$ cat config.mk
export PLATFORM = sky130hd
export DESIGN_NAME = core_top
export DESIGN_NICKNAME = d
export VERILOG_FILES = /design/src/common/core_cfg_pkg.sv /design/src/common/core_data_pkg.sv /design/src/common/core_cfg_if.sv /design/src/core_cfg/core_cfg_regs.sv /design/src/core_mac/core_mac.sv /design/src/core_quant/core_quant.sv /design/src/verilog/core_top.sv
export SDC_FILE = /design/constraint.sdc
export NUM_CORES = 2
export LEC_CHECK = 0
export BUFFER_PORTS_ARGS = -buffer_cell sky130_fd_sc_hd__buf_2
export CORE_MARGIN = 4
export CORE_UTILIZATION = 45
export DETAILED_ROUTE_END_ITERATION = 8
export PLACE_DENSITY_LB_ADDON = 0.2
export SLEW_MARGIN = 20
export SYNTH_ARGS = -nofsm -noshare
export SYNTH_HDL_FRONTEND = slang
export SYNTH_SLANG_ARGS = --single-unit
$ cat constraint.sdc
create_clock -name clk -period 12.7 [get_ports clk]
set_input_delay 1.27 -clock clk [delete_from_list [all_inputs] [get_ports clk]]
set_output_delay 1.27 -clock clk [all_outputs]
set_load 0.01 [all_outputs]
$ cat src/common/core_cfg_pkg.sv
// ~~~~~~~~~~~~~~~~~~~~
// Register map and field layout of the run configuration
// Fields take the low bits of a 32-bit write word
// ~~~~~~~~~~~~~~~~~~~~

package core_cfg_pkg;

    // Field widths
    localparam int SCALE_W    = 16;  // unsigned
    localparam int BIAS_W     = 32;  // signed
    localparam int SHIFT_W    = 5;
    localparam int ACCU_NUM_W = 8;

    localparam int CFG_ADDR_W = 2;

    // Register addresses
    typedef enum logic [CFG_ADDR_W-1:0] {
        SCALE    = 2'd0,
        BIAS     = 2'd1,
        SHIFT    = 2'd2,
        ACCU_NUM = 2'd3
    } cfg_addr_e;

    // Values after reset give a pass-through of single products
    localparam logic [SCALE_W-1:0]        SCALE_RST    = 16'd1;
    localparam logic signed [BIAS_W-1:0]  BIAS_RST     = 32'sd0;
    localparam logic [SHIFT_W-1:0]        SHIFT_RST    = 5'd0;
    localparam logic [ACCU_NUM_W-1:0]     ACCU_NUM_RST = 8'd1;

endpackage

$ cat src/common/core_data_pkg.sv
// ~~~~~~~~~~~~~~~~~~~~
// Default datapath sizes for the compute core output path
// The accumulator must hold a full product, so ACC_W >= 2*A_W
// ~~~~~~~~~~~~~~~~~~~~

package core_data_pkg;

    // Activation and weight sample width, both signed
    localparam int A_W = 8;

    // Running sum width, wraps on overflow
    localparam int ACC_W = 24;

    // Quantized activation width, signed
    localparam int ODATA_W = 8;

    // Extra register stages behind the scale multiplier
    // Raise this when the ACC_W x scale product misses timing
    localparam int QUANT_SCALE_RETIMING = 2;

endpackage

$ cat src/common/core_cfg_if.sv
// ~~~~~~~~~~~~~~~~~~~~
// Live configuration fields, static while data is in flight
// ~~~~~~~~~~~~~~~~~~~~

interface core_cfg_if;
    import core_cfg_pkg::*;

    logic [SCALE_W-1:0]       scale;
    logic signed [BIAS_W-1:0] bias;
    logic [SHIFT_W-1:0]       shift;
    logic [ACCU_NUM_W-1:0]    accu_num;

    // Register bank owns every field
    modport regs (
        output scale,
        output bias,
        output shift,
        output accu_num
    );

    // Accumulator needs only the group length
    modport mac (
        input accu_num
    );

    modport quant (
        input scale,
        input bias,
        input shift
    );

endinterface

$ cat src/core_cfg/core_cfg_regs.sv
// ~~~~~~~~~~~~~~~~~~~~
// Write-only configuration bank, no read-back
// Writes during an active run are not guarded against
// ~~~~~~~~~~~~~~~~~~~~

module core_cfg_regs (
    input  logic                    clk,
    input  logic                    rstn,

    // Write port
    input  logic                    cfg_wr_en,
    input  core_cfg_pkg::cfg_addr_e cfg_addr,
    input  logic [31:0]             cfg_wdata,

    core_cfg_if.regs                cfg
);
    import core_cfg_pkg::*;

    // Scale and shift
    always_ff @(posedge clk or negedge rstn) begin
        if (!rstn) begin
            cfg.scale <= SCALE_RST;
            cfg.shift <= SHIFT_RST;
        end else if (cfg_wr_en) begin
            if (cfg_addr == SCALE) begin
                cfg.scale <= cfg_wdata[SCALE_W-1:0];
            end
            if (cfg_addr == SHIFT) begin
                cfg.shift <= cfg_wdata[SHIFT_W-1:0];
            end
        end
    end

    // Bias, signed two's complement
    always_ff @(posedge clk or negedge rstn) begin
        if (!rstn) begin
            cfg.bias <= BIAS_RST;
        end else if (cfg_wr_en && cfg_addr == BIAS) begin
            cfg.bias <= $signed(cfg_wdata[BIAS_W-1:0]);
        end
    end

    // Products per group
    always_ff @(posedge clk or negedge rstn) begin
        if (!rstn) begin
            cfg.accu_num <= ACCU_NUM_RST;
        end else if (cfg_wr_en) begin
            case (cfg_addr)
                ACCU_NUM: cfg.accu_num <= cfg_wdata[ACCU_NUM_W-1:0];
                default:  cfg.accu_num <= cfg.accu_num;
            endcase
        end
    end

endmodule

$ cat src/core_mac/core_mac.sv
// ~~~~~~~~~~~~~~~~~~~~
// Group sum of accu_num sample products, 0 counts as 1
// Needs ACC_W >= 2*A_W; the sum wraps at ACC_W bits
// ~~~~~~~~~~~~~~~~~~~~

module core_mac #(
    parameter int A_W   = 8,
    parameter int ACC_W = 24
) (
    input  logic                    clk,
    input  logic                    rstn,

    // Sample pair, one per strobe
    input  logic signed [A_W-1:0]   a_data,
    input  logic signed [A_W-1:0]   w_data,
    input  logic                    in_valid,

    core_cfg_if.mac                 cfg,

    output logic signed [ACC_W-1:0] acc_data,
    output logic                    acc_valid
);
    import core_cfg_pkg::*;

    localparam int PROD_W = 2 * A_W;

    logic signed [PROD_W-1:0] prod_q;
    logic                     prod_valid;
    logic signed [ACC_W-1:0]  prod_ext;
    logic signed [ACC_W-1:0]  acc_sum;
    logic signed [ACC_W-1:0]  acc_next;
    logic [ACCU_NUM_W-1:0]    prod_cnt;
    logic [ACCU_NUM_W-1:0]    accu_eff;
    logic                     last_prod;

    // Product register
    always_ff @(posedge clk) begin
        if (in_valid) begin
            prod_q <= a_data * w_data;
        end
    end

    always_ff @(posedge clk or negedge rstn) begin
        if (!rstn) begin
            prod_valid <= 1'b0;
        end else begin
            prod_valid <= in_valid;
        end
    end

    always_comb begin
        prod_ext  = prod_q;
        acc_next  = acc_sum + prod_ext;
        accu_eff  = (cfg.accu_num == '0) ? ACCU_NUM_W'(1) : cfg.accu_num;
        // >= keeps the group finite if the count shrinks mid-group
        last_prod = (prod_cnt >= accu_eff - ACCU_NUM_W'(1));
    end

    // Running sum and product count
    always_ff @(posedge clk or negedge rstn) begin
        if (!rstn) begin
            acc_sum  <= '0;
            prod_cnt <= '0;
        end else if (prod_valid) begin
            if (last_prod) begin
                acc_sum  <= '0;
                prod_cnt <= '0;
            end else begin
                acc_sum  <= acc_next;
                prod_cnt <= prod_cnt + 1'b1;
            end
        end
    end

    // Group total, held until the next group closes
    always_ff @(posedge clk) begin
        if (prod_valid && last_prod) begin
            acc_data <= acc_next;
        end
    end

    always_ff @(posedge clk or negedge rstn) begin
        if (!rstn) begin
            acc_valid <= 1'b0;
        end else begin
            acc_valid <= prod_valid && last_prod;
        end
    end

endmodule

$ cat src/core_quant/core_quant.sv
// ~~~~~~~~~~~~~~~~~~~~
// Scale, bias, round-half-up shift and saturate, no stall
// Latency QUANT_SCALE_RETIMING + 4; one input per cycle
// Config fields must stay still while results are in flight
// ~~~~~~~~~~~~~~~~~~~~

module core_quant #(
    parameter int ACC_W                = 24,
    parameter int ODATA_W              = 8,
    parameter int QUANT_SCALE_RETIMING = 2
) (
    input  logic                      clk,
    input  logic                      rstn,

    core_cfg_if.quant                 cfg,

    input  logic signed [ACC_W-1:0]   idata,
    input  logic                      idata_valid,
    output logic signed [ODATA_W-1:0] odata,
    output logic                      odata_valid
);
    import core_cfg_pkg::*;

    // Signed input times unsigned scale fits ACC_W + SCALE_W bits
    localparam int PROD_W = ACC_W + SCALE_W;
    // One spare bit so the bias add cannot overflow
    localparam int SUM_W  = ((PROD_W > BIAS_W) ? PROD_W : BIAS_W) + 1;
    localparam int RT     = QUANT_SCALE_RETIMING;

    localparam logic signed [SUM_W-1:0] SAT_MAX = 2**(ODATA_W-1) - 1;
    localparam logic signed [SUM_W-1:0] SAT_MIN = -(2**(ODATA_W-1));

    // Entry 0 is the multiplier output, the rest are retiming copies
    logic signed [PROD_W-1:0] rt_data [RT+1];
    logic [RT:0]              rt_valid;

    logic signed [SUM_W-1:0]   bias_sum;
    logic                      round_bit;
    logic signed [SUM_W-1:0]   bias_q;
    logic                      round_q;
    logic                      bias_valid;
    logic signed [SUM_W-1:0]   shifted;
    logic signed [SUM_W-1:0]   shift_sum;
    logic signed [SUM_W-1:0]   shift_q;
    logic                      shift_valid;
    logic signed [ODATA_W-1:0] sat_data;

    // Scale multiply
    always_ff @(posedge clk) begin
        if (idata_valid) begin
            rt_data[0] <= idata * $signed({1'b0, cfg.scale});
        end
    end

    always_ff @(posedge clk or negedge rstn) begin
        if (!rstn) begin
            rt_valid[0] <= 1'b0;
        end else begin
            rt_valid[0] <= idata_valid;
        end
    end

    // Retiming chain behind the multiplier
    for (genvar i = 1; i <= RT; i++) begin : g_retime
        always_ff @(posedge clk) begin
            if (rt_valid[i-1]) begin
                rt_data[i] <= rt_data[i-1];
            end
        end

        always_ff @(posedge clk or negedge rstn) begin
            if (!rstn) begin
                rt_valid[i] <= 1'b0;
            end else begin
                rt_valid[i] <= rt_valid[i-1];
            end
        end
    end

    // Bias add; round bit sits just below the shift point
    always_comb begin
        bias_sum  = rt_data[RT] + cfg.bias;
        round_bit = (cfg.shift == '0) ? 1'b0 : bias_sum[cfg.shift - 1'b1];
    end

    always_ff @(posedge clk) begin
        if (rt_valid[RT]) begin
            bias_q  <= bias_sum;
            round_q <= round_bit;
        end
    end

    // Arithmetic shift, then round half up
    always_comb begin
        shifted   = bias_q >>> cfg.shift;
        shift_sum = shifted + $signed({1'b0, round_q});
    end

    always_ff @(posedge clk) begin
        if (bias_valid) begin
            shift_q <= shift_sum;
        end
    end

    // Clamp to the signed output range
    always_comb begin
        if (shift_q > SAT_MAX) begin
            sat_data = SAT_MAX[ODATA_W-1:0];
        end else if (shift_q < SAT_MIN) begin
            sat_data = SAT_MIN[ODATA_W-1:0];
        end else begin
            sat_data = shift_q[ODATA_W-1:0];
        end
    end

    always_ff @(posedge clk) begin
        if (shift_valid) begin
            odata <= sat_data;
        end
    end

    // Valid pipeline, shifts every cycle
    always_ff @(posedge clk or negedge rstn) begin
        if (!rstn) begin
            bias_valid  <= 1'b0;
            shift_valid <= 1'b0;
            odata_valid <= 1'b0;
        end else begin
            bias_valid  <= rt_valid[RT];
            shift_valid <= bias_valid;
            odata_valid <= shift_valid;
        end
    end

endmodule

$ cat src/verilog/core_top.sv
// ~~~~~~~~~~~~~~~~~~~~
// Output path of one compute core: MAC, then quantizer
// Latency QUANT_SCALE_RETIMING + 6 from the last sample of a group
// No back-pressure; out_data must be taken while out_valid is high
// ~~~~~~~~~~~~~~~~~~~~

module core_top #(
    parameter int A_W                  = core_data_pkg::A_W,
    parameter int ACC_W                = core_data_pkg::ACC_W,
    parameter int ODATA_W              = core_data_pkg::ODATA_W,
    parameter int QUANT_SCALE_RETIMING = core_data_pkg::QUANT_SCALE_RETIMING
) (
    input  logic                      clk,
    input  logic                      rstn,

    // Configuration writes
    input  logic                      cfg_wr_en,
    input  core_cfg_pkg::cfg_addr_e   cfg_addr,
    input  logic [31:0]               cfg_wdata,

    // Sample stream
    input  logic signed [A_W-1:0]     a_data,
    input  logic signed [A_W-1:0]     w_data,
    input  logic                      in_valid,

    // Quantized activations
    output logic signed [ODATA_W-1:0] out_data,
    output logic                      out_valid
);

    core_cfg_if cfg_bus ();

    logic signed [ACC_W-1:0] acc_data;
    logic                    acc_valid;

    core_cfg_regs u_cfg_regs (
        .clk       (clk),
        .rstn      (rstn),
        .cfg_wr_en (cfg_wr_en),
        .cfg_addr  (cfg_addr),
        .cfg_wdata (cfg_wdata),
        .cfg       (cfg_bus.regs)
    );

    core_mac #(
        .A_W   (A_W),
        .ACC_W (ACC_W)
    ) u_mac (
        .clk       (clk),
        .rstn      (rstn),
        .a_data    (a_data),
        .w_data    (w_data),
        .in_valid  (in_valid),
        .cfg       (cfg_bus.mac),
        .acc_data  (acc_data),
        .acc_valid (acc_valid)
    );

    core_quant #(
        .ACC_W                (ACC_W),
        .ODATA_W              (ODATA_W),
        .QUANT_SCALE_RETIMING (QUANT_SCALE_RETIMING)
    ) u_quant (
        .clk         (clk),
        .rstn        (rstn),
        .cfg         (cfg_bus.quant),
        .idata       (acc_data),
        .idata_valid (acc_valid),
        .odata       (out_data),
        .odata_valid (out_valid)
    );

endmodule
==> results.py <==
metrics = {
    "worst_setup_path": {
        "crit_family": "adder cells",
        "path_cells": "nand2_1 > fa_1 > inv_1 > fa_1 > inv_1 > fa_1 > inv_1 > fa_1 > fa_1 > inv_1 > fa_1 > inv_1 > ha_1 > a21o_1 > a21oi_1 > o221ai_1 > and3_1 > a21oi_1 > a211oi_1 > o41ai_1 > o211ai_1 > a31oi_1 > xnor2_1",
        "critPathMaxStageDelay_ns": 0.91,
        "worst-path-stages": 23,
        "cp.required_ns": 13.02,
        "timing.reg2reg.setup_slack_ns": 5.34,
        "worstSetupStartpointType": "register",
        "cp.arrival_ns": 7.68,
        "crit_buf_inv": 5,
        "critical_path_class": "reg -> reg",
        "cp_common_cell": "fa_1",
        "rr_worst_depth": 23,
        "critPathMaxFanout": 25,
        "crit_path_end_kind": "register",
        "slowest_stage": "dfrtp_1",
    },
    "synthesis": {
        "synth_largest_area_cell": "fa_1",
        "synth_seq_area_share": 0.285,
        "syn_avg_cell_area_um2": 10.5,
        "ys_types": 96,
        "ys_async_sr_fraction": 0.287,
        "synth_edf_count": 251,
        "syn_inst": 3363,
        "ys_warn_count": 0,
        "ys_dominant_reg_cell": "edfxtp_1",
        "ys_seq_elements": 352,
        "netlist_area_um2": 35300,
        "synth_nets": 4049,
        "synth.area.top_cells": "fa_1 24%, edfxtp_1 21%, ha_1 7.2%",
        "synth_top_area_frac": 0.243,
    },
    "cts": {
        "tritoncts": "done",
        "cts_hold_buf": 0,
        "cts_sinks": 352,
        "cts_inserted_buffers": 44,
        "postCtsSetupBuffers": 0,
        "cts-resized-gates": 0,
        "cts_root_buf": "clkbuf_16",
        "cts_max_level": 2,
        "cts_buffer_depth": 3,
        "path_clk_slew_ns": 0.06,
        "insertion_delay_ns": 0.59,
    },
    "grt": {
        "met3_usage": 0.0231,
        "grt_pass1_wl_mm": 137,
        "antenna_found_initial": 2,
        "grt_pass1_vias": 25100,
        "grt_usage": 0.208,
        "busiest_layer": "met2",
        "grt_use_met2": 0.375,
        "grt_max_degree": 52,
        "grt_overflow": 0,
        "met1_usage": 0.263,
    },
    "die": {
        "die_h_um": 288,
        "ioPinCount": 63,
        "core_um2": 77600,
        "num_rows": 102,
        "fp.dieArea_um2": 83100,
        "initial_core_util": 0.455,
        "die_x_um": 288,
    },
    "sta": {
        "fin_worst_skew_ns": 0.0390,
        "rsz0062_at_grt": "no",
        "fin_setup_tns_ns": 0,
        "fmax_mhz": 136,
        "tightestPinTransition_ns": 1.06,
        "worst_slack_ns": 5.34,
        "drv_slew": 0,
        "setup_viol": 0,
        "maxSlewHeadroom": 0.273,
        "fin_crit_ns": 7.36,
        "fin_crit_sh": 0.580,
        "hold_viol": 0,
    },
    "finish": {
        "multi_input_area_um2": 22600,
        "layout_common_cells": "577 x inv_1, 429 x fa_1, 393 x nand2_1, 251 x edfxtp_1, 205 x and2_1",
        "fin_cells": 4449,
        "nFillCells": 7317,
        "areaGrowthSynthToFinish_pct": 7.64,
        "layout_commonest_cell": "inv_1",
        "final_layout_size_suffix_gt1_frac": 0.0868,
        "diodes": 0,
        "finalNetCount": 4060,
        "seq_area_um2": 10100,
    },
    "placement": {
        "dp_cells": 4368,
        "dp_worst_setup_slack_ns": 5.36,
        "numPortBuffers": 62,
        "gp_congestion": 0.911,
        "dp.final_hpwl_mm": 65.7,
    },
    "min_path": {
        "hold_depth": 0,
        "hold_path_class": "reg -> reg",
    },
    "route": {
        "final_antenna_net_count": 0,
        "wl_mm": 83.1,
        "drt_iter0_markers": 1385,
        "post_drt_via_cell_ratio": 5.31,
        "firstDrtPassIters": 6,
        "num_vias": 23600,
        "routedWlPerCell_um": 18.7,
        "drc_errors": 0,
    },
    "job": {
        "maxCapViolCount": 0,
    },
    "status": {
        "status": "completed",
    },
}
-- through the flow --
step | hold WS, ns | util | cell area [um^2]
finish | 0.392 | 0.490 | 38000
global route | 0.394 | 0.490 | 38000
CTS | 0.399 | 0.490 | 38000
detailed placement | 0.405 | 0.471 | 36600
global placement | 0.401 | 0.471 | 36600
floorplan | 0.400 | - | 35300
-- cell families after synthesis --
| logic type | synth area share |
|---|---|
| adders and majority gates | 0.315 |
| xor gates and xnor gates | 0.0387 |
| muxes | 0.0722 |
| and+or+nand+nor | 0.130 |
| buffers and inverters | 0.0771 |
| AOI/OAI and AO/OA | 0.0819 |
| DFF | 0.285 |
-- Yosys cell counts, types with 23 or more instances --
master    count
dfrtp_1      99
mux4_1       23
nor3_1       23
xnor2_1     105
a21oi_1     100
nand2_1     393
mux4_2       30
xor2_1       51
nor2_1      116
clkbuf_1     87
mux2_2       81
o21ai_0      82
o21a_1       23
nand3_1      50
and2_1      205
inv_1       577
nand4_1      26
ha_1        203
fa_1        429
mux2i_1      32
edfxtp_1    251
a21o_1       49
-- path summary, 6_finish.rpt --
path                                                      start                                  end
max reg2reg                u_cfg_regs.cfg.scale[10]$_DFFE_PN0P_     u_quant.rt_data[0][39]$_DFFE_PP_
min                            u_quant.rt_data[0][11]$_DFFE_PP_     u_quant.rt_data[0][51]$_DFFE_PP_
min reg2reg                    u_quant.rt_data[0][11]$_DFFE_PP_     u_quant.rt_data[0][51]$_DFFE_PP_
max in group asynchronous                                  rstn  u_cfg_regs.cfg.shift[1]$_DFFE_PN0P_
min in group asynchronous                                  rstn        u_mac.acc_sum[20]$_DFFE_PN0P_
max                        u_cfg_regs.cfg.scale[10]$_DFFE_PN0P_     u_quant.rt_data[0][39]$_DFFE_PP_
-- cell type report --
class	instances	area share
clock buffers	57	0.0305
clock inverters	24	0.00816
inverters	580	0.0572
multi-input cells	2314	0.593
flip-flops and latches	352	0.265
well taps	1040	0.0342
repair buffers	82	0.0122
-- worst register-to-register path: stages, from the launching register on --
cell      delay, ns
dfrtp_1        0.91
nand2_1        0.18
fa_1           0.57
inv_1          0.05
fa_1           0.49
inv_1          0.05
fa_1           0.47
inv_1          0.06
fa_1           0.44
fa_1           0.51
inv_1          0.05
fa_1           0.52
inv_1          0.04
ha_1           0.35
a21o_1         0.19
a21oi_1        0.14
o221ai_1       0.18
and3_1         0.22
a21oi_1        0.27
a211oi_1       0.16
o41ai_1        0.66
o211ai_1       0.22
a31oi_1        0.24
xnor2_1        0.10
-- per-layer routing --
metal	routed length (um)	share of wire
met2	42900	0.52
met3	2960	0.036
met5	0	0
met4	2730	0.033
met1	34500	0.42
-- registers in the layout, summed over array words and instances (netlist names), 16 cells and up --
name,flops
u_cfg_regs.cfg.bias,32
u_cfg_regs.cfg.scale,16
u_mac.acc_data,24
u_mac.acc_sum,24
u_mac.prod_q,16
u_quant.bias_q,41
u_quant.rt_data,120
u_quant.shift_q,41
Power is left out: the tool's default activity adds up to more than one toggle a clock period on the data nets, which glitch-free logic cannot reach.
